$ cat config.mk
export PLATFORM = sky130hd
export DESIGN_NAME = rd_bus_arbiter
export DESIGN_NICKNAME = d
export VERILOG_FILES = /design/src/logic/fetch_pkg.sv /design/src/logic/rd_bus_arbiter.sv
export SDC_FILE = /design/constraint.sdc
export NUM_CORES = 1
export LEC_CHECK = 0
export ABC_CLOCK_PERIOD_IN_PS = 1650
export BUFFER_PORTS_ARGS = -buffer_cell sky130_fd_sc_hd__buf_2
export CELL_PAD_IN_SITES_DETAIL_PLACEMENT = 1
export CELL_PAD_IN_SITES_GLOBAL_PLACEMENT = 1
export CORE_ASPECT_RATIO = 0.6
export CORE_MARGIN = 2
export CORE_UTILIZATION = 13
export DETAILED_ROUTE_END_ITERATION = 10
export PLACE_DENSITY_LB_ADDON = 0.12
export SLEW_MARGIN = 20
export SYNTH_ARGS = -nofsm -noshare
export SYNTH_HDL_FRONTEND = slang
export SYNTH_SLANG_ARGS = --single-unit
$ cat constraint.sdc
create_clock -name clk -period 1.65 [get_ports clk]
set_input_delay 0.4125 -clock clk [delete_from_list [all_inputs] [get_ports clk]]
set_output_delay 0.4125 -clock clk [all_outputs]
set_load 0.01 [all_outputs]
$ cat src/logic/fetch_pkg.sv
// Shared widths, region constants and bus types for the fetch side
// Single-way I-cache, one 64-bit window per bus beat, identity translation
// Code region must be a multiple of the line size and aligned to it
package fetch_pkg;

   localparam int unsigned AW          = 32;   // Address width
   localparam int unsigned INSN_W      = 32;
   localparam int unsigned FETCH_LANES = 2;    // Instructions per window
   localparam int unsigned WIN_BYTES   = 8;
   localparam int unsigned BUS_DW      = 64;   // One window per beat

   localparam int unsigned LINE_BYTES  = 32;
   localparam int unsigned LINE_BEATS  = 4;
   localparam int unsigned IC_SETS     = 32;
   localparam int unsigned IC_WAYS     = 1;    // Direct mapped
   localparam int unsigned IC_LINES    = IC_WAYS * IC_SETS;
   localparam int unsigned PAGE_BITS   = 12;

   localparam logic [AW-1:0] RESET_PC     = 32'h0000_0000;
   localparam logic [AW-1:0] REGION_BYTES = 32'd1024;   // Same as cache size

   // Derived field widths
   localparam int unsigned WIN_OFF_W = $clog2(WIN_BYTES);
   localparam int unsigned IC_OFF_W  = $clog2(LINE_BYTES);
   localparam int unsigned IC_IDX_W  = $clog2(IC_SETS);
   localparam int unsigned IC_TAG_W  = AW - IC_IDX_W - IC_OFF_W;
   localparam int unsigned BEAT_W    = $clog2(LINE_BEATS);
   localparam logic [BEAT_W-1:0] LAST_BEAT = BEAT_W'(LINE_BEATS - 1);

   // Bus ids
   localparam int unsigned ID_W = 1;
   localparam logic [ID_W-1:0] ID_FETCH = 1'b0;
   localparam logic [ID_W-1:0] ID_LOAD  = 1'b1;

   // Cache view of an address
   typedef struct packed {
      logic [IC_TAG_W-1:0] tag;
      logic [IC_IDX_W-1:0] idx;
      logic [IC_OFF_W-1:0] off;
   } ic_addr_t;

   // Page view, index bits sit inside the page offset
   typedef struct packed {
      logic [AW-PAGE_BITS-1:0] ppn;
      logic [PAGE_BITS-1:0]    vpo;
   } page_addr_t;

   typedef union packed {
      ic_addr_t   ic;
      page_addr_t pg;
   } fetch_addr_u;

   typedef struct packed {
      logic                                valid;
      logic [AW-1:0]                       addr;   // Window base
      logic [FETCH_LANES-1:0][INSN_W-1:0] insn;   // Lane 0 at lower address
   } fetch_window_t;

   typedef struct packed {
      logic              valid;
      logic [AW-1:0]     addr;
      logic [BEAT_W-1:0] len;    // Beats minus one
      logic [ID_W-1:0]   id;
   } rd_ar_t;

   typedef struct packed {
      logic              valid;
      logic [BUS_DW-1:0] data;
      logic              last;
      logic [ID_W-1:0]   id;
   } rd_r_t;

endpackage

$ cat src/logic/rd_bus_arbiter.sv
// Two-master read-bus arbiter, icache and uncached load
// Round-robin on ties, grant held while ar is stalled
// Responses steered by id, memory must answer in order
`timescale 1ns/1ps

module rd_bus_arbiter (
   input  logic              clk,
   input  logic              rst_i,
   input  fetch_pkg::rd_ar_t ic_ar_i,
   output logic              ic_ar_ready_o,
   input  fetch_pkg::rd_ar_t ld_ar_i,
   output logic              ld_ar_ready_o,
   output fetch_pkg::rd_r_t  ic_r_o,
   output fetch_pkg::rd_r_t  ld_r_o,
   input  logic              ic_r_ready_i,
   input  logic              ld_r_ready_i,
   output fetch_pkg::rd_ar_t ar_o,
   input  logic              ar_ready_i,
   input  fetch_pkg::rd_r_t  r_i,
   output logic              r_ready_o
);

   logic [fetch_pkg::ID_W-1:0] gnt_id;       // Current owner of ar
   logic [fetch_pkg::ID_W-1:0] last_id_q;    // Owner of the last accepted ar
   logic [fetch_pkg::ID_W-1:0] lock_id_q;
   logic                       lock_q;       // ar was offered but not taken

   // Grant select
   always_comb begin
      if (lock_q)
         gnt_id = lock_id_q;   // Keep ar stable until accepted
      else if (ic_ar_i.valid && ld_ar_i.valid)
         gnt_id = (last_id_q == fetch_pkg::ID_FETCH) ? fetch_pkg::ID_LOAD
                                                     : fetch_pkg::ID_FETCH;
      else if (ld_ar_i.valid)
         gnt_id = fetch_pkg::ID_LOAD;
      else
         gnt_id = fetch_pkg::ID_FETCH;   // Idle bus shows icache side
   end

   assign ar_o          = (gnt_id == fetch_pkg::ID_LOAD) ? ld_ar_i : ic_ar_i;
   assign ic_ar_ready_o = ar_ready_i && (gnt_id == fetch_pkg::ID_FETCH);
   assign ld_ar_ready_o = ar_ready_i && (gnt_id == fetch_pkg::ID_LOAD);

   always_ff @(posedge clk) begin
      if (rst_i) begin
         lock_q    <= 1'b0;
         lock_id_q <= fetch_pkg::ID_FETCH;
         last_id_q <= fetch_pkg::ID_LOAD;   // First tie goes to fetch
      end else begin
         lock_q    <= ar_o.valid && !ar_ready_i;
         lock_id_q <= gnt_id;
         if (ar_o.valid && ar_ready_i)
            last_id_q <= gnt_id;
      end
   end

   // Return path by id
   always_comb begin
      ic_r_o       = r_i;
      ic_r_o.valid = r_i.valid && (r_i.id == fetch_pkg::ID_FETCH);
      ld_r_o       = r_i;
      ld_r_o.valid = r_i.valid && (r_i.id == fetch_pkg::ID_LOAD);
   end

   assign r_ready_o = (r_i.id == fetch_pkg::ID_LOAD) ? ld_r_ready_i : ic_r_ready_i;

   // Stalled request must not change under the slave
   a_ar_stable : assert property (@(posedge clk) disable iff (rst_i)
      (ar_o.valid && !ar_ready_i) |=> $stable(ar_o));

endmodule

### Word level (Yosys, flattened, before mapping)

Index checks and enable logic that the tools add are counted.

| operators by class | value |
|---|---|
| reductions and logical operators | 8 |
| mux-type cells | 6 |
| bitwise logic cells | 2 |

Operator list:

| operator | number |
|---|---|
| $mux W36 | 1 |
| $logic_and A1 B1 Y1 | 7 |
| $mux W1 | 5 |
| $not A1 Y1 | 2 |
| $logic_not A1 Y1 | 1 |

| word-level totals | value |
|---|---|
| logic and storage cells | 19 |
| output and inout port bits | 173 |
| flip-flop bits (word level) | 3 |
| bits of input ports | 144 |

### Logic depth before layout (Yosys ltp)

Gate-level depths: netlist of the first run.

| depth | value |
|---|---|
| depth in word-level cells | 5 |
| mapped depth | 5 |
| gate-level depth less buffers | 3 |

### Worst setup path after synthesis of the first run

OpenSTA, ideal clock, no wires.

| timing | value |
|---|---|
| kind | input to output |
| start point | input ld_ar_i[35] in the netlist's numbering |
| end point | output ar_o[29] in the netlist's numbering |
| stages | 5 |
| slack | -81 ps |
| arrival | 1319 ps |
| buffers on the path | 2 |
| cells stage by stage | nor2b_2 a21boi_4 buf_6 buf_6 mux2_4 |

RTL lines:

| what | line | RTL |
|---|---|---|
| start: declaration | rd_bus_arbiter.sv:11 | `input fetch_pkg::rd_ar_t ld_ar_i,` |
| end: declaration | rd_bus_arbiter.sv:17 | `output fetch_pkg::rd_ar_t ar_o,` |

==> impl_summary.log, run 1 <==
INFO  metric run_status = complete, but fails checks
INFO  metric failed_checks = negative setup slack
INFO  metric layout_commonest_cell = sky130_fd_sc_hd__buf_2
INFO  metric max-clock-path-buffers = 2
INFO  metric stdcell_area = 1920 um2
INFO  metric path_max_fanout = 6
INFO  metric synth_cells = around 190
INFO  metric port-buffer-count = 121
INFO  metric top_level_ports = 317
INFO  metric drt-vias-per-instance = 3.11
INFO  metric hold_depth = 2
INFO  metric fin_total_pwr = 1060 uW
INFO  metric reg2regPathDepth = 6
INFO  metric drtAntennaViolNets = 0
INFO  metric cts.clk_slew.worst_paths = around 0.03 ns
INFO  metric grt_start_max_net_pins = 13
INFO  metric worstMarginPinSlew = 0.246 ns
INFO  metric first_global_vias = 1161
INFO  metric leakagePower = 0.00105 uW
INFO  metric syn-mean-instance-area = 8.47 um2
INFO  metric die_area = 13500 um2
INFO  metric critical_path_start_type = flop
INFO  metric nNetsFinal = 337
INFO  metric grt_antenna_before_repair = 0
INFO  metric final_max_slew_viol_count = 0
INFO  metric global_route_wire_length_before_repair = 6420 um
INFO  metric yosysWarnings = 0
INFO  metric end_kind = output port
INFO  metric crit_type = reg -> out
INFO  metric core_area = 12200 um2
INFO  metric most-common-layout-cells = sky130_fd_sc_hd__buf_2, sky130_fd_sc_hd__mux2_4, sky130_fd_sc_hd__buf_6
INFO  metric clkLatencyLatePin = 0.22 ns
INFO  metric gr-total-overflow = 0
INFO  metric area_after_dpl = 1490 um2
INFO  metric grt.met2_usage = 8.53%
INFO  metric synth.yosys.seq_area_share = about 3.7%
INFO  metric die_height = ~91 um
INFO  metric place_congestion = 0.596
INFO  metric final_period_minus_worst_setup_slack = 2.02 ns
INFO  metric globalRouteMet3Util = ~4.3%
INFO  metric setup_repair_after_global_routing_missed_its_margin = true
INFO  metric dr.pass1.iters = 2
INFO  metric drc = 0
INFO  metric ctsRootBufferMaster = sky130_fd_sc_hd__clkbuf_16
INFO  metric global_route.peak_usage_layer = met2
INFO  metric synth.net_count = 337
INFO  metric insertedDiodeCount = 0
INFO  metric dp_hpwl = about 3400 um
INFO  metric start_util = a little over an eighth
INFO  metric syn_to_final_growth = 17.5%
INFO  metric fmax = 496 MHz
INFO  metric timing.final.hold_violations = 0
INFO  metric post_route_core_utilization = 15.8%
INFO  metric worstPathRequired = 1.24 ns
INFO  metric finalHoldWorstSlack = 0.386 ns
INFO  metric slew_headroom = between 80% and 90%
INFO  metric final_setup_margin = -0.365 ns
INFO  metric ir_drop = 0.000190 V
INFO  metric post_synth_num_cell_types = 18
INFO  metric die_w = 149 um
INFO  metric drive_gt1_share = 91.7%
INFO  metric fillerInstances = around 1500
INFO  metric cts.htree.levels = 1
INFO  metric drt-total-wl = 4800 um
INFO  metric placed_cells = ~350
INFO  metric rows = 31
INFO  metric worst-endpoint-arrival = around 1.6 ns
INFO  metric synth.ff_latch_count = 3
INFO  metric cts-buffers-inserted = 3
INFO  metric route.vias.total = 1111
INFO  metric finalSetupViolations = 37
INFO  metric grt_util_met1 = 7.01%
INFO  metric hold_path_class = in -> reg
INFO  metric cts_num_sinks = 3
INFO  metric hold_buffers = 0
INFO  metric fin_skew = about 0.0016 ns
INFO  metric wl_per_cell = 13.4 um
INFO  metric clock_tree_from_tritoncts = done
INFO  metric finalNonFillerCells = 357
INFO  metric pwr_density_cell = 550 nW/um2
INFO  metric grtUsageTotal = 6.15%
INFO  metric post_synth_instance_area = 1630 um2
INFO  metric timing.max_cap.violations = 0
INFO  metric initialDrtViolationCount = 15
INFO  metric final_min_period_over_clock_period = 122%
## cell type report
class	instances	area [um2]	share of cell area, %
Clock buffer	4	78.8	4.10
Inverter	2	7.51	0.391
Multi-Input combinational cell	52	647	33.7
Sequential cell	3	65.1	3.39
Tap cell	165	206	10.7
Timing Repair Buffer	131	916	47.7
## layer usage
metal	vias to the layer above	share of wire, %
met1	486	39
li1	489	-
met2	121	43
met3	15	17
met4	0	1.4
met5	-	0
## cells in the mapped netlist (all sizes together)
master  number  area share, %
a21boi       1            1.1
a21oi        1           0.31
and2         2           0.77
buf        136             63
dfxtp        3            3.7
inv          2           0.46
mux2        36             26
nand2        2           0.46
nor2         2           0.46
nor2b        3            1.3
nor3b        1           0.46
nor4         1           0.38
o211a        1           0.61
o21ai        1           0.31
o221ai       1           0.54
## per-stage QoR
step / setup TNS, ns / worst slack (ns)
after detailed placement: -11.67 / -0.357
after CTS: -12.82 / -0.383
after global placement: -11.74 / -0.358
after floorplan: -0.374 / -0.0579
after global routing: -13.69 / -0.415
final: -11.73 / -0.365
## logic make-up (layout without fill, tap and decap cells)
family | after synthesis | after routing | share of synthesized area [%]
AO/OA/AOI/OAI | 5 | 5 | 2.91
buffers and inverters | 138 | 137 | 63.4
flip-flops | 3 | 3 | 3.68
multiplexers | 36 | 36 | 26.2
AND/OR/NAND/NOR | 11 | 11 | 3.83
## report_power, final
group / switching [uW] / internal (uW)
sequential: 5.14 / 77.5
combinational: 217 / 376
clock: 63.1 / 319
total: 285 / 772
## worst paths after layout
check                                 end       from  slack (ns)
worst max-delay path              ar_o[0]     lock_q       -0.37
worst max register to register  last_id_q     lock_q        0.37
worst min register to register  last_id_q  last_id_q        0.51
worst min-delay path            lock_id_q      rst_i        0.39
## worst max-delay path, stage by stage (launching register included)
cell and delay, ns:
sky130_fd_sc_hd__dfxtp_4 0.35, sky130_fd_sc_hd__nand2_4 0.06, sky130_fd_sc_hd__a21boi_4 0.22, sky130_fd_sc_hd__buf_12 0.16, sky130_fd_sc_hd__clkbuf_16 0.16, sky130_fd_sc_hd__mux2_4 0.31
sky130_fd_sc_hd__buf_6 0.12
## sequential cells by signal (all words and copies together), names as in the netlist
name and count:
lock_q 1, lock_id_q 1, last_id_q 1
## what timing repair did
item                                    in CTS  in global routing
setup buffers                                3                  0
endpoints found under the setup margin      38                 38
cloned                                       2                  1
gates resized for setup                      8                 51
pin swaps                                    0                  2
No activity file was read; power rests on OpenSTA's default activity.
==> inputs of run 2 (changes only) <==
ABC_CLOCK_PERIOD_IN_PS = 2100   (was 1650)
CORE_AREA = 2 2 122 124   (was unset)
CORE_ASPECT_RATIO = unset   (was 0.6)
CORE_MARGIN = unset   (was 2)
CORE_UTILIZATION = unset   (was 13)
DIE_AREA = 0 0 124 126   (was unset)
clock period = 2.1 ns   (was 1.65 ns; I/O delays follow)
==> run 2 against run 1 <==
Effect of this change: clock power is 21% lower; die area is 16% higher; power is 15% lower; sequential share of layout area is 0.37 points lower; the flow still finishes with violations (negative setup slack); design area is 10% higher; wire length is 8.0% higher; sequential cell count stayed put; non-clock buffer count is 5 higher; clock-buffer cell count stayed put.
==> impl_summary.log, run 2 (synthesized netlist as in run 1, its figures left out) <==
INFO  metric start_util = a little under an eighth
INFO  metric stdcell_area = 2120 um2
INFO  metric layout_commonest_cell = sky130_fd_sc_hd__buf_2
INFO  metric cp_max_stage_delay = ~0.30 ns
INFO  metric die_area = 15600 um2
INFO  metric grt_antenna_before_repair = 0
INFO  metric critical_path_start_type = input pin
INFO  metric fin_total_pwr = roughly 900 uW
INFO  metric hold_buffers = 0
INFO  metric grt_start_max_net_pins = 12
INFO  metric first_global_vias = 1295
INFO  metric final_setup_margin = -0.138 ns
INFO  metric drtAntennaViolNets = 0
INFO  metric global_route_wire_length_before_repair = 7390 um
INFO  metric port-buffer-count = 121
INFO  metric insertedDiodeCount = 0
INFO  metric wl_per_cell = 13.6 um
INFO  metric cts.clk_slew.worst_paths = 0.03 ns
INFO  metric timing.final.hold_violations = 0
INFO  metric path_max_fanout = 7
INFO  metric worst-endpoint-arrival = between 1.5 and 2 ns
INFO  metric grtUsageTotal = roughly 6.3%
INFO  metric crit_type = in -> out
INFO  metric syn_to_final_growth = 29.5%
INFO  metric clkLatencyLatePin = 0.22 ns
INFO  metric endpoint = ar_o[34]
INFO  metric worst-r2r-setup-slack = 0.70 ns
INFO  metric worstMarginPinSlew = ~0.26 ns
INFO  metric setup.worst_path.start = ld_ar_i[35]
INFO  metric route.vias.total = 1145
INFO  metric hold_depth = 2
INFO  metric place_congestion = 0.625
INFO  metric cts.htree.levels = 1
INFO  metric cts-buffers-inserted = 3
INFO  metric drive_gt1_share = 91.9%
INFO  metric nNetsFinal = around 340
INFO  metric reg2regPathDepth = 7
INFO  metric die_w = 124 um
INFO  metric leakagePower = 0.00113 uW
INFO  metric final_max_slew_viol_count = 0
INFO  metric cp_cell_sequence = buf_6 > nor2b_4 > a21boi_4 > buf_12 > buf_16 > buf_12 > mux2_4 > buf_6
INFO  metric top_level_ports = 317
INFO  metric seq_area = between 60 and 70 um2
INFO  metric most-common-layout-cells = sky130_fd_sc_hd__buf_2, sky130_fd_sc_hd__buf_6, sky130_fd_sc_hd__mux2_4
INFO  metric layout_top_registers = last_id_q: 1 flops, lock_id_q: 1 flops, lock_q: 1 flops
INFO  metric fin_skew = approximately 0.00095 ns
INFO  metric ctsRootBufferMaster = sky130_fd_sc_hd__clkbuf_16
INFO  metric finalSetupViolations = 36
INFO  metric final_min_period_over_clock_period = 107%
INFO  metric post_route_core_utilization = 14.8%
INFO  metric fillerInstances = 1696
INFO  metric ir_drop = 0.000168 V
INFO  metric hold_path_class = in -> reg
INFO  metric worst_reg2reg_endpoint = last_id_q
INFO  metric slew_headroom = 82.6%
INFO  metric rows = 44
INFO  metric slowest_stage = sky130_fd_sc_hd__mux2_4
INFO  metric run_status = complete, but fails checks
INFO  metric core_area = around 14000 um2
INFO  metric fmax = 447 MHz
INFO  metric die_height = 126 um
INFO  metric final.setup.tns = -3.08 ns
INFO  metric timing.max_cap.violations = 0
INFO  metric cts_num_sinks = 3
INFO  metric dp_hpwl = 3780 um
INFO  metric initialDrtViolationCount = 18
INFO  metric worstPathRequired = 1.57 ns
INFO  metric multi_input_area = 659 um2
INFO  metric clock_tree_from_tritoncts = done
INFO  metric drc = 0
INFO  metric placement_setup_slack = -0.171 ns
INFO  metric failed_checks = negative setup slack
INFO  metric drt-vias-per-instance = 3.01
INFO  metric setup_repair_after_global_routing_missed_its_margin = true
INFO  metric end_kind = output port
INFO  metric worstReg2RegStart = lock_q
INFO  metric area_after_dpl = between 1500 and 2000 um2
INFO  metric drt-total-wl = ~5200 um
INFO  metric dr.pass1.iters = 3
INFO  metric pwr_density_cell = 426 nW/um2
INFO  metric gr-total-overflow = 0
INFO  metric final_period_minus_worst_setup_slack = 2.24 ns
INFO  metric max-clock-path-buffers = 2
## run 2: cell count changes in the layout (fill, tap and decap cells not counted), sizes merged
cell,previous run,this run
buf,130,136
clkbuf,5,4
## run 2: where the power goes
group          internal (uW)  switching [uW]  total (uW)
Sequential              60.6            3.35        64.0
Combinational            351             186         537
Clock                    250            49.6         300
Total                    662             239         901
## run 2: worst min path at each step
| stage | from | to | slack (ns) |
|---|---|---|---|
| 2_1_floorplan | last_id_q | last_id_q | 0.47 |
| 3_3_place_gp | last_id_q | last_id_q | 0.50 |
| 3_5_place_dp | last_id_q | last_id_q | 0.51 |
| 4_1_cts | rst_i | lock_id_q | 0.50 |
| 5_1_grt | rst_i | lock_id_q | 0.51 |
| 6_report | rst_i | lock_id_q | 0.51 |
## run 2: area by class of cell
class | count | area share, %
clock buffers | 4 | 3.73
inverters | 2 | 0.355
multi-input cells | 52 | 31.2
flip-flops and latches | 3 | 3.02
well taps | 184 | 10.9
repair buffers | 136 | 50.9
## run 2: routing by layer
layer,wire length (um),vias up,global-route usage [%]
li1,-,497,-
met1,1570,529,6.23
met2,2800,82,11.6
met3,533,37,1.81
met4,280,0,3.70
met5,0,-,0
## run 2: worst max-delay path: cells and delay by family
| family | cells | cell delay [ns] |
|---|---|---|
| buffers and inverters | 5 | 0.60 |
| AO/OA/AOI/OAI | 1 | 0.15 |
| multiplexers | 1 | 0.30 |
| AND/OR/NAND/NOR | 1 | 0.12 |
## run 2: through the flow
stage	hold slack, ns	std cells
after floorplan	0.473	193
after global placement	0.503	367
after detailed placement	0.508	367
after CTS	0.503	381
after global routing	0.513	381
final	0.512	381
## run 2: timing repair
| action | 4_1_cts | 5_1_grt |
|---|---|---|
| gates resized for setup | 78 | 5 |
| buffers inserted | 8 | 1 |
| setup endpoints to repair | 35 | 37 |
| cloned | 2 | 0 |
| pin swaps | 1 | 1 |
==> inputs of run 3 (changes only) <==
BUFFER_PORTS_ARGS = unset   (was -buffer_cell sky130_fd_sc_hd__buf_2)
DONT_BUFFER_PORTS = 1   (was unset)
==> run 3 against run 2 <==
Effect of this change: the run now ends clean; die area unchanged; power decreased by 34%; utilization decreased by 7.4 points; critical path depth decreased by 3; clock skew about the same; fmax increased by 8.7%; first-iteration DRC count decreased by 56%; setup slack improved by 0.18 ns; wire length decreased by 27%; sequential cell count unchanged.
==> impl_summary.log, run 3 (synthesized netlist as in run 1, its figures left out) <==
INFO  metric cts.clk_slew.worst_paths = 0.03 ns
INFO  metric gr-total-overflow = 0
INFO  metric layout_top_registers = last_id_q: 1 flops, lock_id_q: 1 flops, lock_q: 1 flops
INFO  metric grtUsageTotal = 3.55%
INFO  metric hold_buffers = 0
INFO  metric stdcell_area = 1050 um2
INFO  metric final_min_period_over_clock_period = a little over nine tenths
INFO  metric grt_antenna_before_repair = 0
INFO  metric path_max_fanout = 14
INFO  metric initialDrtViolationCount = 8
INFO  metric sequentialPowerShare = 10.8%
INFO  metric cp_cell_sequence = nand2_2 > a21boi_4 > buf_12 > buf_12 > mux2_2
INFO  metric drc = 0
INFO  metric worst-endpoint-arrival = 1.53 ns
INFO  metric worst_path_most_repeated_cell = sky130_fd_sc_hd__buf_12
INFO  metric clock_tree_from_tritoncts = done
INFO  metric critical_path_start_type = flop
INFO  metric end_kind = output port
INFO  metric drtAntennaViolNets = 0
INFO  metric timing.max_cap.violations = 0
INFO  metric cts-buffers-inserted = 3
INFO  metric cp_max_stage_delay = roughly 0.38 ns
INFO  metric fin_skew = roughly 0.0012 ns
INFO  metric finalNonFillerCells = 253
INFO  metric worstMarginPinSlew = 0.250 ns
INFO  metric drt-vias-per-instance = 2.48
INFO  metric die_w = 124 um
INFO  metric place_congestion = 0.607
INFO  metric nNetsFinal = 214
INFO  metric dr.pass1.iters = 4
INFO  metric area_after_dpl = 883 um2
INFO  metric route.vias.total = 627
INFO  metric final_max_slew_viol_count = 0
INFO  metric hold_path_class = in -> reg
INFO  metric setup_repair_after_global_routing_missed_its_margin = true
INFO  metric ir_drop = 0.000274 V
INFO  metric final.setup.tns = 0 ns
INFO  metric ctsRootBufferMaster = sky130_fd_sc_hd__clkbuf_16
INFO  metric dp_hpwl = 2950 um
INFO  metric slew_headroom = 83.3%
INFO  metric wl_per_cell = 15.0 um
INFO  metric power.combinational.fraction = 37.7%
INFO  metric crit_type = reg -> out
INFO  metric timing.final.hold_violations = 0
INFO  metric placed_cells = 244
INFO  metric leakagePower = 0.000377 uW
INFO  metric share_clk_of_total_power = between 50 and 60%
INFO  metric grt_start_max_net_pins = 24
INFO  metric die_height = 126 um
INFO  metric fmax = 486 MHz
INFO  metric core_area = approximately 14000 um2
INFO  metric drt-total-wl = 3800 um
INFO  metric first_global_vias = about 700
INFO  metric insertedDiodeCount = 0
INFO  metric layout_commonest_cell = sky130_fd_sc_hd__mux2_2
INFO  metric netSwitchingPower = approximately 160 uW
INFO  metric die_area = ~16000 um2
INFO  metric post_route_core_utilization = between 7 and 8%
INFO  metric internal_power = 429 uW
INFO  metric cts_num_sinks = 3
INFO  metric p_sw_share = 27.4%
INFO  metric syn_to_final_growth = -35.5%
INFO  metric final_period_minus_worst_setup_slack = slightly above 2 ns
INFO  metric cts.htree.levels = 1
INFO  metric top_level_ports = ~320
INFO  metric port-buffer-count = 0
INFO  metric worstPathRequired = 1.57 ns
INFO  metric run_status = completed
INFO  metric start_util = 11.4%
INFO  metric most-common-layout-cells = sky130_fd_sc_hd__mux2_2, sky130_fd_sc_hd__mux2_4, sky130_fd_sc_hd__clkbuf_16
INFO  metric clkLatencyLatePin = between 0.2 and 0.25 ns
INFO  metric finalSetupViolations = 0
INFO  metric max-clock-path-buffers = 2
INFO  metric slowest_stage = sky130_fd_sc_hd__mux2_2
INFO  metric global_route_wire_length_before_repair = 4160 um
INFO  metric pwr_density_cell = approximately 560 nW/um2
INFO  metric rows = 44
INFO  metric drive_gt1_share = 72.5%
run 3: cell types whose count changed in the layout (fill, tap and decap cells not counted), sizes merged:
cell,before,now
buf,136,6
clkbuf,4,6
run 3: worst paths after layout:
| kind | slack (ns) | to | depth (start not counted) | from |
|---|---|---|---|---|
| worst max-delay path | 0.04 | ar_o[4] | 5 | lock_q |
| worst min-delay path | 0.38 | lock_id_q | 1 | rst_i |
| worst max register to register | 0.97 | last_id_q | 5 | lock_q |
| worst min register to register | 0.50 | last_id_q | 2 | last_id_q |
run 3: stage by stage:
step,setup WS (ns),power (uW),hold WS [ns]
after floorplan,0.144,492,0.473
after global placement,0.0603,264,0.489
after detailed placement,0.0524,262,0.506
after CTS,0.0351,574,0.371
after global routing,-0.0289,621,0.370
final,0.0415,591,0.375
run 3: power by group through the flow:
stage,sequential [uW],combinational [uW],clock (uW)
6_report,63.7,223,305
2_1_floorplan,63.4,428,0
4_1_cts,63.8,200,310
5_1_grt,64.2,239,318
3_3_place_gp,63.9,200,0
3_5_place_dp,64.1,198,0
run 3: per-layer routing:
layer,wire (um),up-vias,global-route usage [%]
met4,279,0,3.70
met1,1130,273,2.81
li1,-,239,-
met2,1850,81,6.08
met3,538,34,1.63
met5,0,-,0
run 3: timing repair:
action | in CTS | in global routing
pin swaps | 0 | 0
buffers inserted | 0 | 3
hold endpoints to repair | 0 | 0
gates resized for setup | 2 | 0
cloned | 0 | 2
setup endpoints to repair | 4 | 26
run 3: worst max-delay path, delay by kind of cell (launching register included):
| family | cells | cell delay [ns] |
|---|---|---|
| multiplexers | 1 | 0.38 |
| flip-flops | 1 | 0.32 |
| buffers and inverters | 2 | 0.30 |
| AO/OA/AOI/OAI | 1 | 0.20 |
| AND/OR/NAND/NOR | 1 | 0.09 |
run 3: cell type report:
class / instances / area, um2
repair buffers: 8 / 133
well taps: 184 / 230
flip-flops and latches: 3 / 60.1
multi-input cells: 52 / 544
fillers: 1694 / 13300
clock buffers: 4 / 78.8
inverters: 2 / 7.51
